`config.mk`:
```
export PLATFORM = sky130hd
export DESIGN_NAME = clint_timer
export DESIGN_NICKNAME = d
export VERILOG_FILES = /design/src/source/bus_pkg.sv /design/src/source/clint_timer.sv
export VERILOG_INCLUDE_DIRS = /design/src /design/src/source
export SDC_FILE = /design/constraint.sdc
export NUM_CORES = 1
export LEC_CHECK = 0
export BUFFER_PORTS_ARGS = -buffer_cell sky130_fd_sc_hd__buf_2
export CAP_MARGIN = 20
export CORE_ASPECT_RATIO = 1.25
export CORE_MARGIN = 3
export CORE_UTILIZATION = 40
export CTS_CLUSTER_SIZE = 40
export DETAILED_ROUTE_END_ITERATION = 10
export GPL_TIMING_DRIVEN = 0
export PLACE_DENSITY = 0.65
export SYNTH_ARGS = -nofsm -noshare
export SYNTH_HDL_FRONTEND = slang
export SYNTH_SLANG_ARGS = --single-unit
```
`constraint.sdc`:
```
create_clock -name clock -period 9.88 [get_ports clock]
set_input_delay 2.964 -clock clock [delete_from_list [all_inputs] [get_ports clock]]
set_output_delay 2.964 -clock clock [all_outputs]
set_load 0.01 [all_outputs]
```
`src/source/bus_macros.svh`:
```
`ifndef BUS_MACROS_SVH
`define BUS_MACROS_SVH

// bus widths
`define ADDR_W 32
`define DATA_W 32
`define STRB_W (`DATA_W / 8)

// on-chip sram, only the word index bits are decoded
`define SRAM_WORDS 256
`define SRAM_BASE 32'h8000_0000

// machine timer words
`define MTIME_LO 32'h0200_0048
`define MTIME_HI 32'h0200_004c

// axi response codes
`define RESP_OKAY 2'b00

`endif

```
`src/source/bus_pkg.sv`:
```
`default_nettype none

`include "bus_macros.svh"

package bus_pkg;

  ////////////////////////////////////////////////////////////
  // read channels
  ////////////////////////////////////////////////////////////

  typedef struct packed {
    logic [`ADDR_W-1:0] araddr;
    logic [7:0]         arlen;   // beats minus one
    logic [2:0]         arsize;
  } read_req_t;

  typedef struct packed {
    logic [`DATA_W-1:0] rdata;
    logic [1:0]         rresp;
    logic               rlast;
  } read_resp_t;

  ////////////////////////////////////////////////////////////
  // write channels
  ////////////////////////////////////////////////////////////

  // address and data go as one single-beat write
  typedef struct packed {
    logic [`ADDR_W-1:0] awaddr;
    logic [2:0]         awsize;
    logic [`DATA_W-1:0] wdata;
    logic [`STRB_W-1:0] wstrb;
  } write_req_t;

  typedef struct packed {
    logic [1:0] bresp;
  } write_resp_t;

  // bus owner
  typedef enum logic [1:0] {
    GRANT_IDLE  = 2'd0,
    GRANT_FETCH = 2'd1,
    GRANT_LS    = 2'd2
  } grant_t;

endpackage

`default_nettype wire

```
`src/source/clint_timer.sv`:
```
`timescale 1ns/1ps
`default_nettype none

`include "bus_macros.svh"

module clint_timer
  import bus_pkg::*;
(
  input  logic       clock,
  input  logic       reset,

  input  read_req_t  rd_req,
  input  logic       rd_req_valid,
  output logic       rd_req_ready,

  output read_resp_t rd_resp,
  output logic       rd_resp_valid,
  input  logic       rd_resp_ready
);

  logic [63:0]        mtime_q;
  logic [`DATA_W-1:0] hi_snap_q; // high word seen at the last low read
  logic [`DATA_W-1:0] rdata_q;
  logic               valid_q;
  logic               accept;
  logic               read_hi;

  assign accept  = rd_req_valid && rd_req_ready;
  assign read_hi = (rd_req.araddr == `MTIME_HI);

  assign rd_req_ready  = !valid_q; // one read in flight
  assign rd_resp_valid = valid_q;
  assign rd_resp       = '{rdata: rdata_q, rresp: `RESP_OKAY, rlast: 1'b1};

  ////////////////////////////////////////////////////////////
  // counter and response control
  ////////////////////////////////////////////////////////////

  always_ff @(posedge clock) begin
    if (reset) begin
      mtime_q   <= '0;
      hi_snap_q <= '0;
      valid_q   <= 1'b0;
    end else begin
      mtime_q <= mtime_q + 64'd1;
      if (accept) begin
        valid_q <= 1'b1;
        if (!read_hi) hi_snap_q <= mtime_q[63:32];
      end else if (rd_resp_ready) begin
        valid_q <= 1'b0;
      end
    end
  end

  // high read returns the snapshot so a lo/hi pair is consistent
  always_ff @(posedge clock) begin
    if (accept) begin
      rdata_q <= read_hi ? hi_snap_q : mtime_q[31:0];
    end
  end

endmodule

`default_nettype wire

```
======== Word level (Yosys, flattened, before mapping) ========
Index checks and enable logic that the tools add are counted.
cells by class
  bitwise logic cells ..................... 1
  mux-type cells .......................... 3
  reductions and logical operators ........ 4
  $add $sub $neg .......................... 1
  equal/unequal tests ..................... 1
operators by type and width
  cell                     number
  $add A64 B1 Y64 const B  1
  $eq A32 B26 Y1 const B   1
  $mux W32                 1
  $mux W1                  2
  $reduce_and A2 Y1        1
  $reduce_bool A2 Y1       1
  $logic_and A1 B1 Y1      1
  $logic_not A1 Y1         1
  $not A1 Y1               1
word-level totals
  logic and storage cells ................. 14
  bits of input ports ..................... 47
  output and inout port bits .............. 37
  bits in registers ....................... 129

======== Longest topological paths before layout ========
  word-level depth ........................ 3
  mapped depth ............................ 7
  gate-level depth less buffers ........... 6

======== Worst setup path before layout ========
OpenSTA, ideal clock, no wires.
  path kind ............................... input to register
  start point ............................. in rd_req_valid
  end point ............................... reg hi_snap_q[1]
  path slack .............................. 4337 ps
  data arrival time ....................... 5415 ps
  library setup time ...................... 128 ps
  data required time ...................... 9752 ps
  path buffers ............................ 1
  stages .................................. 5
  path through ............................ nor2b_1 o21ai_1 buf_2 mux2i_1 nor2_1
on the way
  cells in the longest elaborated chain, start to end .. 2
RTL lines
  what                         line               RTL
  start, declared              clint_timer.sv:13  input logic rd_req_valid,
  $logic_and A1 B1 Y1          clint_timer.sv:28  assign accept = rd_req_valid && rd_req_ready;
  $reduce_and A2 Y1 (no line)  n/a
  end signal, assigned         clint_timer.sv:48  if (!read_hi) hi_snap_q <= mtime_q[63:32];
  end, declared                clint_timer.sv:22  logic [`DATA_W-1:0] hi_snap_q;
Every way passes these cells.
A chain may end at the register's enable or synchronous reset.

======== Worst setup path after layout ========
  start point ............................. in rd_req[12] (netlist bit)
  end point ............................... reg rdata_q[16] (data pin)
on the way
  cells in the longest elaborated chain, start to end .. 2
RTL lines
  what                      line               RTL
  start, declared           clint_timer.sv:12  input read_req_t rd_req,
  $eq A32 B26 Y1 (no line)  n/a
  $mux W32                  clint_timer.sv:58  rdata_q <= read_hi ? hi_snap_q : mtime_q[31:0];
  end signal, assigned      clint_timer.sv:58
  end, declared             clint_timer.sv:23  logic [`DATA_W-1:0] rdata_q;
Every way passes these cells.

==> reports/metrics.cfg <==
[grt]
antenna_found_initial=0
gr-total-overflow=0
grt_pass1_vias=4498
grt_use_total=0.174
grt_start_max_net_pins=33
grt_pass1_wl_um=22000

[synthesis]
syn_area_sq_um=5630
synthTopCellsByCount=dfxtp_1, nor2_1, edfxtp_1, mux2i_1
syn_inst=555
ys_types=42
synth-main-ff-cell=dfxtp_1
seq_area_frac_synth=0.516
yosysMostFrequentCell=dfxtp_1
yosysTopAreaCell=dfxtp_1
syn_area_per_cell_sq_um=10.1
synth_edf_count=32
synthTopCellsByArea=dfxtp_1, edfxtp_1, mux2_2, mux2i_1, nor2_1
synth.top_cell.area_share=0.345
synth-seq-cells=129
synth-warning-count=0
async_reset_ff_frac=0

[setup_path]
cp_cell_sequence=buf_2 > nor4bb_1 > nand4_1 > nor2_1 > clkbuf_1 > mux2_2
critical-path-max-stage-delay_ps=660
worstSetupStartpointType=input port
timing.rr.start=mtime_q[0]$_SDFF_PP0_
path_delay_family=simple AND/OR/NAND/NOR gates
required_ps=10040
worst-setup-path-type=input port to flop
crit_arrival_ps=5190
critPathBufInv=2
worst_r2r_path_depth=7
crit_path_top_delay_cell=nor2_1
worstSetupEndpointType=flop
cp_max_fo=10
rr_endpoint=mtime_q[60]$_SDFF_PP0_
rrSetupSlack_ps=7260

[routing]
ant_nets=0
remaining_drc_errors=0
routed_via_density=5.50
wl_um=13500
post_drt_wl_per_cell_um=16.3
dr.pass1.iters=5
vias=4554
drt_iter0_markers=232

[min_path]
hp-start=hi_snap_q[16]$_SDFFE_PP0P_
hold_end=hi_snap_q[16]$_SDFFE_PP0P_
hold_path.class=flop to flop
min_delay_path_depth=2

[power_and_ir_drop]
powerDensity_nw_per_um2=188
peakVddDrop_v=0.000102
p_total_w=0.00129
p_leak_nw=2.64

[cts]
numCtsBuffers=17
cts_tree=built
ctsHoldBuffers=0
cts_resized=0
clkLatencyLatePin_ps=420
cts_num_sinks=129
post_cts_buffers=0
clk_pin_slew_worst_paths_ps=60
cts_buffer_depth=2
htreeDepth=4
cts-root-buf=clkbuf_16

[placed_design]
io_buffers=68
pre_cts_slack_ps=4450
dpl.hpwl_um=9740
gp_congestion=0.898

[die]
dieWidth_um=112
core_area_sq_um=13500
ios=84
rows=47
dieArea_sq_um=15500
die_h_um=139
initial_core_util=0.416

[cells_and_area]
final_util=0.508
drive_gt1_frac=0.227
area_growth_pct=22.1
antenna_cells=0
nets=692
num-fill-cells=1272

[outcome]
status=complete, no violations

[timing]
tightest_slew_ps=1040
min_period_ps=5040
rsz0062_at_grt=no
slew_headroom=0.303
final_hold_viol_count=0
fin_tns_setup_ps=0
setup_ws_ps=4840
finalCritPeriodShare=0.510
finalMaxSlewViolations=0
skew_ps=16.0
max_freq_mhz=199
setup_violations=0

[run]
max_cap_violations=0

==> cells by family after synthesis <==
family                     Yosys count  share of synthesized area
other                                2                    0.00133
and+or+nand+nor                    239                      0.228
muxes                               63                      0.119
AOI/OAI and AO/OA                   57                     0.0569
adders and majority gates            1                    0.00222
xor gates and xnor gates            34                     0.0529
buffers and inverters               30                     0.0242
DFF                                129                      0.516
==> worst max path at each step <==
| stage | startpoint | slack (ps) | cells past startpoint | to |
|---|---|---|---|---|
| 5_1_grt | rd_req[24] | 4720 | 6 | rdata_q[24]$_DFFE_PP_ |
| 6_report | rd_req[12] | 4840 | 6 | rdata_q[16]$_DFFE_PP_ |
| 2_1_floorplan | rd_req_valid | 4340 | 5 | hi_snap_q[1]$_SDFFE_PP0P_ |
| 3_5_place_dp | rd_req[12] | 4450 | 6 | rdata_q[24]$_DFFE_PP_ |
| 4_1_cts | rd_req[12] | 4870 | 6 | rdata_q[24]$_DFFE_PP_ |
| 3_3_place_gp | rd_req_valid | 2760 | 6 | hi_snap_q[22]$_SDFFE_PP0P_ |
==> worst register-to-register path, cell delays in order (launching register included) <==
cell and delay (ps):
dfxtp_1 410, ha_1 240, nand4_1 290, nor4_4 500
nand4_1 210, buf_2 240, or4_1 520, a21oi_1 140
==> registers in the layout (all words and copies together) (netlist names) <==
| name | cells |
|---|---|
| rdata_q | 32 |
| rd_resp_valid | 1 |
| hi_snap_q | 32 |
| mtime_q | 64 |
==> report_power, final <==
part,switching [W],internal [W]
sequential,0.00000320,0.000549
combinational,0.0000276,0.0000194
clock,0.000238,0.000451
total,0.000269,0.00102
==> cells in the final DEF, fill, tap and decap left out, drive strengths merged, types with 3 or more instances in the layout <==
| cell | synthesis | routed |
|---|---|---|
| clkinvlp | 0 | 3 |
| o21ai | 17 | 17 |
| dfxtp | 97 | 97 |
| nand3 | 24 | 24 |
| edfxtp | 32 | 32 |
| bufinv | 0 | 5 |
| xnor2 | 10 | 10 |
| nand2 | 31 | 31 |
| and2 | 3 | 3 |
| nor4 | 11 | 11 |
| conb | 2 | 3 |
| nor2 | 83 | 83 |
| or3 | 13 | 13 |
| buf | 10 | 79 |
| nor2b | 4 | 4 |
| mux2i | 32 | 32 |
| and3 | 10 | 10 |
| inv | 6 | 9 |
| nor3 | 8 | 8 |
| a21oi | 26 | 26 |
| clkbuf | 14 | 31 |
| o31ai | 13 | 13 |
| nand4 | 32 | 32 |
| xor2 | 24 | 24 |
| clkinv | 0 | 4 |
| or4 | 13 | 13 |
| mux2 | 31 | 31 |
==> layer usage <==
layer / share of wire / track usage / wire length, um
met1: 0.41 / 0.198 / 5490
met2: 0.53 / 0.315 / 7120
met3: 0.035 / 0.0314 / 477
met4: 0.031 / 0.0772 / 419
met5: 0 / 0 / 0
==> final cells by class <==
| cell class | count | area (sq um) | share of cell area |
|---|---|---|---|
| buffer | 24 | 114 | 0.0166 |
| clock inverter | 15 | 233 | 0.0339 |
| tap | 171 | 214 | 0.0311 |
| sequential | 129 | 2900 | 0.422 |
| clock buffer | 17 | 425 | 0.0619 |
| multi-input combinational | 397 | 2600 | 0.378 |
| timing repair buffer | 69 | 360 | 0.0524 |
| inverter | 6 | 22.5 | 0.00328 |
==> per-stage QoR <==
step | std cells | hold slack [ps] | area, sq um
after CTS | 828 | 499 | 6870
final | 828 | 493 | 6870
after global routing | 828 | 523 | 6870
after global placement | 795 | 464 | 6190
after floorplan | 556 | 439 | 5630
after detailed placement | 796 | 483 | 6210
Note: power is estimated with default switching activity, not from simulation.
