==> src/source/bus_macros.svh <==
`ifndef BUS_MACROS_SVH
`define BUS_MACROS_SVH

// bus widths
`define ADDR_W 32
`define DATA_W 32
`define STRB_W (`DATA_W / 8)

// on-chip sram, only the word index bits are decoded
`define SRAM_WORDS 256
`define SRAM_BASE 32'h8000_0000

// machine timer words
`define MTIME_LO 32'h0200_0048
`define MTIME_HI 32'h0200_004c

// axi response codes
`define RESP_OKAY 2'b00

`endif

==> src/source/bus_pkg.sv <==
`default_nettype none

`include "bus_macros.svh"

package bus_pkg;

  ////////////////////////////////////////////////////////////
  // read channels
  ////////////////////////////////////////////////////////////

  typedef struct packed {
    logic [`ADDR_W-1:0] araddr;
    logic [7:0]         arlen;   // beats minus one
    logic [2:0]         arsize;
  } read_req_t;

  typedef struct packed {
    logic [`DATA_W-1:0] rdata;
    logic [1:0]         rresp;
    logic               rlast;
  } read_resp_t;

  ////////////////////////////////////////////////////////////
  // write channels
  ////////////////////////////////////////////////////////////

  // address and data go as one single-beat write
  typedef struct packed {
    logic [`ADDR_W-1:0] awaddr;
    logic [2:0]         awsize;
    logic [`DATA_W-1:0] wdata;
    logic [`STRB_W-1:0] wstrb;
  } write_req_t;

  typedef struct packed {
    logic [1:0] bresp;
  } write_resp_t;

  // bus owner
  typedef enum logic [1:0] {
    GRANT_IDLE  = 2'd0,
    GRANT_FETCH = 2'd1,
    GRANT_LS    = 2'd2
  } grant_t;

endpackage

`default_nettype wire

==> src/source/bus_arbiter.sv <==
`timescale 1ns/1ps
`default_nettype none

`include "bus_macros.svh"

module bus_arbiter
  import bus_pkg::*;
(
  input  logic        clock,
  input  logic        reset,

  input  logic        fetch_busy,
  input  logic        ls_busy,

  // fetch master
  input  read_req_t   fetch_req,
  input  logic        fetch_req_valid,
  output logic        fetch_req_ready,
  output read_resp_t  fetch_resp,
  output logic        fetch_resp_valid,
  input  logic        fetch_resp_ready,

  // load/store master
  input  read_req_t   ls_rd_req,
  input  logic        ls_rd_req_valid,
  output logic        ls_rd_req_ready,
  output read_resp_t  ls_rd_resp,
  output logic        ls_rd_resp_valid,
  input  logic        ls_rd_resp_ready,
  input  write_req_t  ls_wr_req,
  input  logic        ls_wr_req_valid,
  output logic        ls_wr_req_ready,
  output write_resp_t ls_wr_resp,
  output logic        ls_wr_resp_valid,
  input  logic        ls_wr_resp_ready,

  // sram side
  output read_req_t   mem_rd_req,
  output logic        mem_rd_req_valid,
  input  logic        mem_rd_req_ready,
  input  read_resp_t  mem_rd_resp,
  input  logic        mem_rd_resp_valid,
  output logic        mem_rd_resp_ready,
  output write_req_t  mem_wr_req,
  output logic        mem_wr_req_valid,
  input  logic        mem_wr_req_ready,
  input  write_resp_t mem_wr_resp,
  input  logic        mem_wr_resp_valid,
  output logic        mem_wr_resp_ready,

  // timer side
  output read_req_t   tmr_rd_req,
  output logic        tmr_rd_req_valid,
  input  logic        tmr_rd_req_ready,
  input  read_resp_t  tmr_rd_resp,
  input  logic        tmr_rd_resp_valid,
  output logic        tmr_rd_resp_ready
);

  grant_t grant_q;
  logic   tmr_hit_q;  // ls read targets the timer
  logic   ls_tmr_addr;
  logic   fetch_on;
  logic   ls_on;
  logic   ls_mem;
  logic   ls_tmr;

  assign ls_tmr_addr = (ls_rd_req.araddr == `MTIME_LO) || (ls_rd_req.araddr == `MTIME_HI);

  assign fetch_on = (grant_q == GRANT_FETCH);
  assign ls_on    = (grant_q == GRANT_LS);
  assign ls_mem   = ls_on && !tmr_hit_q;
  assign ls_tmr   = ls_on && tmr_hit_q;

  ////////////////////////////////////////////////////////////
  // grant fsm
  ////////////////////////////////////////////////////////////

  always_ff @(posedge clock) begin
    if (reset) begin
      grant_q   <= GRANT_IDLE;
      tmr_hit_q <= 1'b0;
    end else begin
      case (grant_q)
        GRANT_IDLE: begin
          if (ls_busy) begin  // ls wins a tie
            grant_q   <= GRANT_LS;
            tmr_hit_q <= ls_tmr_addr;
          end else if (fetch_busy) begin
            grant_q <= GRANT_FETCH;
          end
        end
        GRANT_FETCH: if (!fetch_busy) grant_q <= GRANT_IDLE;
        GRANT_LS:    if (!ls_busy) grant_q <= GRANT_IDLE;
        default:     grant_q <= GRANT_IDLE;
      endcase
    end
  end

  ////////////////////////////////////////////////////////////
  // channel steering
  ////////////////////////////////////////////////////////////

  // read requests
  assign mem_rd_req       = fetch_on ? fetch_req : ls_rd_req;
  assign mem_rd_req_valid = (fetch_on && fetch_req_valid) || (ls_mem && ls_rd_req_valid);
  assign tmr_rd_req       = ls_rd_req;
  assign tmr_rd_req_valid = ls_tmr && ls_rd_req_valid;
  assign fetch_req_ready  = fetch_on && mem_rd_req_ready;
  assign ls_rd_req_ready  = ls_on && (tmr_hit_q ? tmr_rd_req_ready : mem_rd_req_ready);

  // read responses
  assign fetch_resp        = mem_rd_resp;
  assign fetch_resp_valid  = fetch_on && mem_rd_resp_valid;
  assign ls_rd_resp        = tmr_hit_q ? tmr_rd_resp : mem_rd_resp;
  assign ls_rd_resp_valid  = ls_on && (tmr_hit_q ? tmr_rd_resp_valid : mem_rd_resp_valid);
  assign mem_rd_resp_ready = (fetch_on && fetch_resp_ready) || (ls_mem && ls_rd_resp_ready);
  assign tmr_rd_resp_ready = ls_tmr && ls_rd_resp_ready;

  // writes only come from the ls port
  assign mem_wr_req        = ls_wr_req;
  assign mem_wr_req_valid  = ls_on && ls_wr_req_valid;
  assign ls_wr_req_ready   = ls_on && mem_wr_req_ready;
  assign ls_wr_resp        = mem_wr_resp;
  assign ls_wr_resp_valid  = ls_on && mem_wr_resp_valid;
  assign mem_wr_resp_ready = ls_on && ls_wr_resp_ready;

endmodule

`default_nettype wire

==> config.mk <==
export PLATFORM = sky130hd
export DESIGN_NAME = bus_arbiter
export DESIGN_NICKNAME = d
export VERILOG_FILES = /design/src/source/bus_pkg.sv /design/src/source/bus_arbiter.sv
export VERILOG_INCLUDE_DIRS = /design/src /design/src/source
export SDC_FILE = /design/constraint.sdc
export NUM_CORES = 1
export LEC_CHECK = 0
export BUFFER_PORTS_ARGS = -buffer_cell sky130_fd_sc_hd__clkbuf_2
export CAP_MARGIN = 5
export CELL_PAD_IN_SITES_DETAIL_PLACEMENT = 2
export CELL_PAD_IN_SITES_GLOBAL_PLACEMENT = 2
export CORE_AREA = 2 2 187 189
export DETAILED_ROUTE_END_ITERATION = 8
export DIE_AREA = 0 0 189 191
export PLACE_DENSITY_LB_ADDON = 0.1
export SLEW_MARGIN = 10
export SYNTH_ARGS = -nofsm -noshare
export SYNTH_HDL_FRONTEND = slang
export SYNTH_SLANG_ARGS = --single-unit
==> constraint.sdc <==
create_clock -name clock -period 1.7 [get_ports clock]
set_clock_uncertainty 0.15 [all_clocks]
set_input_delay 0.34 -clock clock [delete_from_list [all_inputs] [get_ports clock]]
set_output_delay 0.34 -clock clock [all_outputs]
set_load 0.01 [all_outputs]
=== Word-level counts from Yosys, hierarchy flattened ===
Index checks and enable logic that the tools add are counted.

* Flip-flop bits (word level): 3

* Muxes and demuxes: 9
* Equality and inequality tests: 7
* Reduce and logical (&&, ||, !) cells: 23

{| class="wikitable"
|+ Operator list
! kind !! count
|-
| 32-bit by 26-bit == test with 1-bit output, second input constant || 2
|-
| 43-bit two-way mux || 1
|-
| 35-bit two-way mux || 1
|-
| 1-bit logical AND || 16
|-
| 2-bit two-way mux || 4
|-
| 2-bit one-hot mux with 3 select lines || 1
|-
| 2-bit inequality test, second input constant || 2
|-
| 1-bit logical OR || 3
|-
| 3-bit inequality test, second input constant || 1
|-
| 3-bit AND reduction || 1
|-
| 2-bit by 1-bit == test with 1-bit output, second input constant || 1
|-
| 2-bit == test, second input constant || 1
|-
| 2-bit zero test || 1
|-
| 1-bit two-way mux || 2
|-
| 2-bit AND reduction || 1
|-
| 1-bit zero test || 1
|}

=== Logic depth before layout (Yosys ltp) ===
Gate-level depths: netlist of run 1.

* Depth in word-level cells: 4
* Gate-level depth with buffers: 5

=== Least setup slack after synthesis of run 1 ===
OpenSTA, ideal clock, no wires.

* Path type: flip-flop to output port
* From: reg grant_q[0]
* To: out mem_rd_req[10] (netlist name)
* Required time: 1210 ps
* Slack: 60 ps
* Arrival time: 1150 ps
* Stages on the path, launching flop included: 5
* Cells stage by stage: dfxtp_1 nor2b_4 buf_6 buf_12 mux2_4

{| class="wikitable"
|+ RTL lines
! element !! line !! RTL
|-
| start: declaration || bus_arbiter.sv:60 || <nowiki>grant_t grant_q;</nowiki>
|-
| start signal: assignment || bus_arbiter.sv:81 || <nowiki>grant_q <= GRANT_IDLE;</nowiki>
|-
| start signal: assignment || bus_arbiter.sv:87 || <nowiki>grant_q <= GRANT_LS;</nowiki>
|-
| start signal: assignment || bus_arbiter.sv:90 || <nowiki>grant_q <= GRANT_FETCH;</nowiki>
|-
| end: declaration || bus_arbiter.sv:38 || <nowiki>output read_req_t mem_rd_req,</nowiki>
|}

==> results_dict.tcl, run 1 <==
set metrics [dict create \
    die_y_um 191 \
    ys_warn_count 0 \
    ir_drop_v 0.0001503 \
    antenna_found_initial 0 \
    first_iter_violations 17 \
    final_common_cell "clkbuf_2" \
    gr-total-overflow 0 \
    clk_latency_ns 0.23 \
    reg2reg_slack_ns 0.23 \
    drc 0 \
    max_stage_delay_ns 0.34 \
    core_area_um2 34120 \
    dp.cells 926 \
    cts-htree-levels 1 \
    fin_total_pwr_uw 1419 \
    fin_hold_ws_ns 0.2388 \
    leakage_uw 0.002362 \
    place_area_um2 3690 \
    fin_ws_ns -0.2603 \
    synth_mux_area_share_pct 39.56 \
    design_area_um2 4603 \
    ys_ff_latch 3 \
    wl_mm 14.56 \
    cts.sink_count 3 \
    die_area_um2 36100 \
    power_density_nw_per_um2 308.2 \
    tightestPinTransition_ns 0.4331 \
    portBuffers 339 \
    synthCells 281 \
    avgSynthCellArea_um2 8.959 \
    synth_top_family_by_area "buffers and inverters" \
    root_buffer "clkbuf_16" \
    drive_gt1_share_pct 95.09 \
    hold_viol_final 0 \
    vias 2714 \
    maxSlewViolCount 0 \
    initial_core_util_pct 7.379 \
    seq_area_frac_synth_pct 2.386 \
    grt_usage_pct 7.390 \
    routed_via_density 2.875 \
    grt_pass1_vias 3023 \
    max_freq_mhz 510.1 \
    tritoncts "built" \
    critPathCaptureType "primary output" \
    critPathLaunchType "register" \
    clk_pin_slew_ns 0.03 \
    gp_congestion 0.7262 \
    worst-setup-path-type "register to primary output" \
    yosys.area.top_type_share_pct 45.33 \
    postRouteAntennaNets 0 \
    synthAdderAreaFrac_pct 0 \
    netlist_area_um2 2517 \
    crit_top_cell "buf_12" \
    synth-xor-area-share_pct 0 \
    holdCritPathClass "input port to register" \
    pin_count 486 \
    ys_top_cells_by_area "buf_4 45%, mux2_2 23%, mux2_4 16%, dfxtp_1 2.4%, buf_12 1.6%" \
    crit_chain "nor2b_4, buf_12, buf_12, mux2_2, clkbuf_2" \
    synth_fp_nets 526 \
    cp_max_fo 11 \
    num-nets-final 735 \
    rows 68 \
    fillers 4016 \
    syn2layout_area_growth_pct 82.85 \
    grt_pass1_wl_mm 20.01 \
    ys_types 23 \
    outcome "complete, but fails checks" \
    final_cell_mix "293 x clkbuf_2, 63 x mux2_4, 36 x buf_6, 15 x mux2_2" \
    cts-buffers-inserted 3 \
    slew_headroom_pct 70.72 \
    die_x_um 189 \
    firstDrtPassIters 2 \
    rsz0062_at_grt "yes" \
    antenna_cells 0 \
    synth-compound-area-share_pct 0.8946 \
    setup_viol 90 \
    violations "setup timing" \
    final_cells 944 \
    synth_largest_area_cell "buf_4" \
    clockBufferDepth 2 \
    cpMaxStageDelayCell "mux2_2" \
    pre_cts_ws_ns -0.1473 \
    dp_hpwl_mm 12.00 \
    arrival_ns 1.47 \
    crit_required_ns 1.21 \
    period_minus_slack_ns 1.960 \
    grt_max_degree 24 \
    post-route-period-util_pct 115.3 \
    drv_cap 0 \
    routedWlPerCell_um 15.42 \
    synthSimpleGateAreaFrac_pct 8.400 \
]
path summary, 6_finish.rpt:
| path | from | to | depth (start not counted) |
|---|---|---|---|
| setup / recovery | grant_q[0]$_SDFFE_PP0P_ | mem_rd_req[22] | 5 |
| hold / removal | fetch_busy | grant_q[0]$_SDFFE_PP0P_ | 2 |
| setup reg to reg | grant_q[1]$_SDFFE_PP0P_ | tmr_hit_q$_SDFFE_PP0P_ | 5 |
| hold reg to reg | grant_q[0]$_SDFFE_PP0P_ | tmr_hit_q$_SDFFE_PP0P_ | 4 |
layout make-up:
| type | count | area (µm²) | area share, % |
|---|---|---|---|
| Multi-Input combinational cell | 118 | 1444 | 31.37 |
| Sequential cell | 3 | 68.82 | 1.495 |
| Clock buffer | 4 | 78.83 | 1.712 |
| Timing Repair Buffer | 364 | 2442 | 53.06 |
| Tap cell | 455 | 569.3 | 12.37 |
registers in the layout (all words and copies together), names as in the netlist:
register   flops
tmr_hit_q      1
grant_q        2
through the flow:
stage	utilization (%)	TNS, ns
after global placement	10.81	-0.6267
final	13.49	-14.67
after CTS	12.66	-19.12
after floorplan	-	0
after global routing	13.49	-19.20
after detailed placement	10.81	-1.215
worst max-delay path: cells and delay by family, from the launching register on:
kind          cells  cell delay [ns]
simple gates      1             0.15
buf+inv           3             0.42
flops             1             0.31
mux               1             0.34
Yosys cell counts:
| cell type | count |
|---|---|
| buf_8 | 1 |
| buf_4 | 152 |
| mux2i_1 | 2 |
| mux2_2 | 52 |
| nor2b_4 | 1 |
| nor2b_1 | 3 |
| nor4_1 | 4 |
| buf_2 | 4 |
| dfxtp_1 | 3 |
| and3_1 | 3 |
| o21ai_0 | 3 |
| and2_1 | 6 |
| buf_12 | 2 |
| or3_1 | 1 |
| nand2_1 | 4 |
| o31ai_1 | 1 |
| buf_6 | 1 |
| or2b_1 | 1 |
| mux2_4 | 26 |
| nand2b_1 | 1 |
| nor4b_1 | 4 |
| nand4_1 | 2 |
| nor2_1 | 4 |
kinds of logic (layout without fill, tap and decap cells):
logic type | after synthesis | after routing
buf+inv | 160 | 368
flops | 3 | 3
mux | 80 | 80
simple gates | 34 | 34
compound gates | 4 | 4
what timing repair did:
item,in CTS,in global routing
hold buffers,0,0
gates resized for setup,70,108
setup buffers,9,4
gates cloned,7,2
pin swaps,5,5
setup endpoints to repair,91,90
power by group:
part           switching, µW  internal (µW)  leakage, µW
Sequential              2.10           71.4    0.0000264
Combinational            419            543      0.00230
Clock                   73.1            310    0.0000382
metal layers:
metal | GRT usage, % | wire length, µm | share of wire [%] | up-vias
met5 | 0 | 0 | 0 | -
met2 | 14.71 | 7955 | 55 | 223
met1 | 7.122 | 4876 | 33 | 1236
li1 | - | - | - | 1225
met4 | 2.194 | 268 | 1.8 | 0
met3 | 2.460 | 1456 | 10 | 30
No activity file was read; power rests on OpenSTA's default activity.
==> inputs of run 2 (changes only) <==
--- a/config.mk
+++ b/config.mk
@@ -8,7 +8,7 @@
 export LEC_CHECK = 0
 export BUFFER_PORTS_ARGS = -buffer_cell sky130_fd_sc_hd__clkbuf_2
 export CAP_MARGIN = 5
-export CELL_PAD_IN_SITES_DETAIL_PLACEMENT = 2
+export CELL_PAD_IN_SITES_DETAIL_PLACEMENT = 1
 export CELL_PAD_IN_SITES_GLOBAL_PLACEMENT = 2
 export CORE_AREA = 2 2 187 189
 export DETAILED_ROUTE_END_ITERATION = 8
==> run 2 against run 1 <==
The flow still finishes with violations (setup timing). Clock power down 2%. Combinational power decreased by 0.8%. Utilization is 0.095 points lower. Critical path type unchanged. Critical endpoint is now mem_rd_req[12]. Largest cell class unchanged. Highest routed layer unchanged.
==> results_dict.tcl, run 2 (same netlist as run 1, synthesis figures left out) <==
set metrics [dict create \
    outcome "complete, but fails checks" \
    violations "setup timing" \
    maxSlewViolCount 0 \
    num-nets-final 736 \
    grt_pass1_wl_mm 18.58 \
    final_common_cell "clkbuf_2" \
    gp_congestion 0.7262 \
    power_density_nw_per_um2 306.9 \
    grt_pass1_vias 2994 \
    die_y_um 191 \
    crit_chain "nor2b_4, buf_12, clkbuf_16, mux2_4, clkbuf_2" \
    pre_cts_ws_ns -0.1366 \
    gr-total-overflow 0 \
    cts.sink_count 3 \
    max_stage_delay_ns 0.31 \
    grt_usage_pct 6.891 \
    critPathCaptureType "primary output" \
    period_minus_slack_ns 1.939 \
    drc 0 \
    pin_count 486 \
    tightestPinTransition_ns 0.4361 \
    final_cell_mix "296 x clkbuf_2, 63 x mux2_4, 35 x buf_6, 15 x mux2_2, 12 x buf_8" \
    post-route-util_pct 13.40 \
    reg_top3 "grant_q x2, tmr_hit_q x1" \
    clockBufferDepth 2 \
    worst-setup-path-type "register to primary output" \
    critPathLaunchType "register" \
    antenna_found_initial 1 \
    first_iter_violations 34 \
    slew_headroom_pct 70.52 \
    fin_ws_ns -0.2387 \
    leakage_uw 0.002357 \
    die_x_um 189 \
    top_register "grant_q" \
    ir_drop_v 0.0001443 \
    cp_top_family "buffers and inverters" \
    root_buffer "clkbuf_16" \
    largest_register_ffs 2 \
    clk_pin_slew_ns 0.03 \
    setup_viol 89 \
    core_area_um2 34120 \
    drive_gt1_share_pct 94.29 \
    drv_cap 0 \
    grt_max_degree 24 \
    syn2layout_area_growth_pct 81.56 \
    fillers 4103 \
    routedWlPerCell_um 14.79 \
    cpMaxStageDelayCell "dfxtp_2" \
    cts-buffers-inserted 3 \
    cts-htree-levels 1 \
    hold_viol_final 0 \
    arrival_ns 1.45 \
    firstDrtPassIters 2 \
    die_area_um2 36100 \
    crit_required_ns 1.21 \
    wl_mm 14.00 \
    postRouteAntennaNets 0 \
    max_freq_mhz 515.8 \
    portBuffers 339 \
    clk_latency_ns 0.22 \
    cp_max_fo 10 \
    fin_hold_ws_ns 0.2322 \
    dp_hpwl_mm 11.31 \
    holdCritPathClass "input port to register" \
    initial_core_util_pct 7.379 \
    fin_tns_setup_ns -13.93 \
    path_buf_inv 3 \
    vias 2733 \
    routed_via_density 2.889 \
    post-route-period-util_pct 114.0 \
    postCtsHoldBufs 0 \
    rsz0062_at_grt "yes" \
    tritoncts "built" \
    rows 68 \
]
## run 2: worst reg2reg max path, stage by stage (launching register included)
cell and delay [ns]:
dfxtp_4 0.34, buf_6 0.14, buf_6 0.12, nor4b_4 0.23, buf_4 0.15, nand4_1 0.11, o31ai_1 0.25
## run 2: layer usage
metal / global-route usage, % / up-vias / wire, µm / share of wire [%]
li1: - / 1233 / - / -
met1: 6.295 / 1250 / 4488 / 32
met2: 14.20 / 222 / 7850 / 56
met3: 2.203 / 28 / 1401 / 10
met4: 2.103 / 0 / 255 / 1.8
met5: 0 / - / 0 / 0
## run 2: final timing paths
kind / end / from / slack [ns] / cells past startpoint
setup / recovery: mem_rd_req[12] / grant_q[0]$_SDFFE_PP0P_ / -0.24 / 5
hold / removal: grant_q[1]$_SDFFE_PP0P_ / reset / 0.23 / 2
setup reg to reg: tmr_hit_q$_SDFFE_PP0P_ / grant_q[1]$_SDFFE_PP0P_ / 0.14 / 6
hold reg to reg: tmr_hit_q$_SDFFE_PP0P_ / grant_q[1]$_SDFFE_PP0P_ / 0.63 / 4
## run 2: power breakdown
part	leakage (µW)	switching, µW	internal (µW)	total (µW)
clock	0.0000382	65.7	310	375
combinational	0.00229	411	542	954
sequential	0.0000264	2.06	71.4	73.5
total	0.00236	479	923	1400
## run 2: cell type report
class / count / area [µm²] / share of cell area [%]
antenna: 1 / 2.502 / 0.05475
tap: 455 / 569.3 / 12.46
clock buffer: 4 / 78.83 / 1.725
timing repair buffer: 365 / 2429 / 53.13
sequential: 3 / 68.82 / 1.506
multi-input combinational: 118 / 1423 / 31.13
## run 2: repair_timing
item | in CTS | in global routing
cloned | 7 | 2
gates resized for setup | 71 | 91
setup endpoints to repair | 91 | 91
buffers inserted | 7 | 3
pin swaps | 6 | 7
## run 2: per-stage QoR
step                      cell area [µm²]  cells  power [µW]
after global routing                 4568    945        1496
after detailed placement             3690    926       915.6
after CTS                            4305    944        1355
final                                4571    946        1403
after floorplan                      2517    281       716.8
after global placement               3690    926       927.1
==> inputs of run 3 (changes only) <==
--- a/config.mk
+++ b/config.mk
@@ -13,6 +13,7 @@
 export CORE_AREA = 2 2 187 189
 export DETAILED_ROUTE_END_ITERATION = 8
 export DIE_AREA = 0 0 189 191
+export MAX_ROUTING_LAYER = met4
 export PLACE_DENSITY_LB_ADDON = 0.1
 export SLEW_MARGIN = 10
 export SYNTH_ARGS = -nofsm -noshare
==> run 3 against run 2 <==
The run still ends with setup timing left. Critical path type unchanged. Maximum frequency grew 0.16%. Register-to-register slack is essentially flat. Via count shrank 0.11%. Cell count is the same. Global-route usage grew 0.20 points. Power is essentially flat. Setup slack gained 0.0030 ns.
==> results_dict.tcl, run 3 (same netlist as run 1, synthesis figures left out) <==
set metrics [dict create \
    critPathCaptureType "primary output" \
    max_freq_mhz 516.6 \
    rows 68 \
    wl_mm 13.99 \
    drv_cap 0 \
    drive_gt1_share_pct 94.29 \
    core_area_um2 34120 \
    tritoncts "built" \
    syn2layout_area_growth_pct 81.56 \
    ir_drop_v 0.0001444 \
    crit_required_ns 1.21 \
    holdCritPathClass "input port to register" \
    postCtsHoldBufs 0 \
    gr-total-overflow 0 \
    critPathLaunchType "register" \
    violations "setup timing" \
    grt_pass1_vias 3015 \
    die_y_um 191 \
    drc 0 \
    final_cells 946 \
    grt_pass1_wl_mm 18.51 \
    maxSlewViolCount 0 \
    slew_headroom_pct 67.54 \
    leakage_uw 0.002357 \
    arrival_ns 1.45 \
    clockBufferDepth 2 \
    vias 2730 \
    root_buffer "clkbuf_16" \
    die_area_um2 36100 \
    firstDrtPassIters 2 \
    dp_hpwl_mm 11.31 \
    clk_pin_slew_ns 0.03 \
    place_area_um2 3690 \
    design_area_um2 4571 \
    final_common_cell "clkbuf_2" \
    fillers 4103 \
    pin_count 486 \
    cts.sink_count 3 \
    portBuffers 339 \
    first_iter_violations 20 \
    power_density_nw_per_um2 307.0 \
    routedWlPerCell_um 14.78 \
    postRouteAntennaNets 0 \
    cts-htree-levels 1 \
    largest_register_ffs 2 \
    final_cell_mix "296 x clkbuf_2, 63 x mux2_4, 35 x buf_6, 15 x mux2_2, 12 x buf_8" \
    gp_congestion 0.7349 \
    tightestPinTransition_ns 0.4801 \
    outcome "complete, but fails checks" \
    cts-buffers-inserted 3 \
    period_minus_slack_ns 1.936 \
    fin_ws_ns -0.2356 \
    num-nets-final 736 \
    grt_usage_pct 7.088 \
    cp_max_fo 11 \
    post-route-period-util_pct 113.9 \
    antenna_found_initial 1 \
    rsz0062_at_grt "yes" \
    setup_viol 89 \
    worst-setup-path-type "register to primary output" \
    routed_via_density 2.886 \
    grt_max_degree 24 \
    reg_top3 "grant_q x2, tmr_hit_q x1" \
    post-route-util_pct 13.40 \
    dp.cells 926 \
    top_register "grant_q" \
    die_x_um 189 \
    hold_viol_final 0 \
    initial_core_util_pct 7.379 \
    clk_latency_ns 0.22 \
]
## run 3: cell counts in the layout (fill, tap and decap cells not counted)
Identical to the previous run, type by type.
## run 3: timing repair
item	CTS	global route
pin swaps	6	7
setup buffers	7	3
setup endpoints to repair	91	91
gates cloned	7	2
resized for setup	71	91
## run 3: report_power, final
part           switching, µW  internal (µW)  total (µW)
logic                    412            542         954
registers               2.06           71.4        73.5
clock network           65.6            310         375
total                    480            923        1400
## run 3: cell type report
class / count / area (µm²) / area share [%]
Tap cell: 455 / 569.3 / 12.46
Antenna cell: 1 / 2.502 / 0.05475
Multi-Input combinational cell: 118 / 1423 / 31.13
Sequential cell: 3 / 68.82 / 1.506
Clock buffer: 4 / 78.83 / 1.725
Timing Repair Buffer: 365 / 2429 / 53.13
## run 3: critical path, stage by stage, from the launching register on
cell	delay, ns
dfxtp_4	0.34
nor2b_4	0.12
buf_12	0.14
clkbuf_16	0.18
mux2_4	0.30
clkbuf_2	0.14
## run 3: per-layer routing
layer  vias to the layer above  wire, µm  track usage [%]
met5                         -         0                -
met3                        30      1182            1.579
li1                       1231         -                -
met4                         0       250            2.103
met1                      1249      4742            6.637
met2                       220      7810            14.23
## run 3: path summary, 6_finish.rpt
path,start,endpoint,slack (ns),cells after the start
setup / recovery,grant_q[1]$_SDFFE_PP0P_,mem_rd_req[34],-0.24,5
hold / removal,reset,grant_q[1]$_SDFFE_PP0P_,0.23,2
setup reg to reg,grant_q[1]$_SDFFE_PP0P_,tmr_hit_q$_SDFFE_PP0P_,0.14,6
hold reg to reg,grant_q[0]$_SDFFE_PP0P_,grant_q[1]$_SDFFE_PP0P_,0.62,3
## run 3: per-stage QoR
step	TNS [ns]	hold WS, ns	power (µW)	setup WS (ns)
6_report	-14.17	0.2293	1403	-0.2356
5_1_grt	-18.27	0.2605	1495	-0.2805
4_1_cts	-17.22	0.2224	1355	-0.2624
3_5_place_dp	-0.4910	0.4483	915.6	-0.1366
3_3_place_gp	-0.6267	0.4469	927.1	-0.2197
2_1_floorplan	0	0.2624	716.8	0.05968
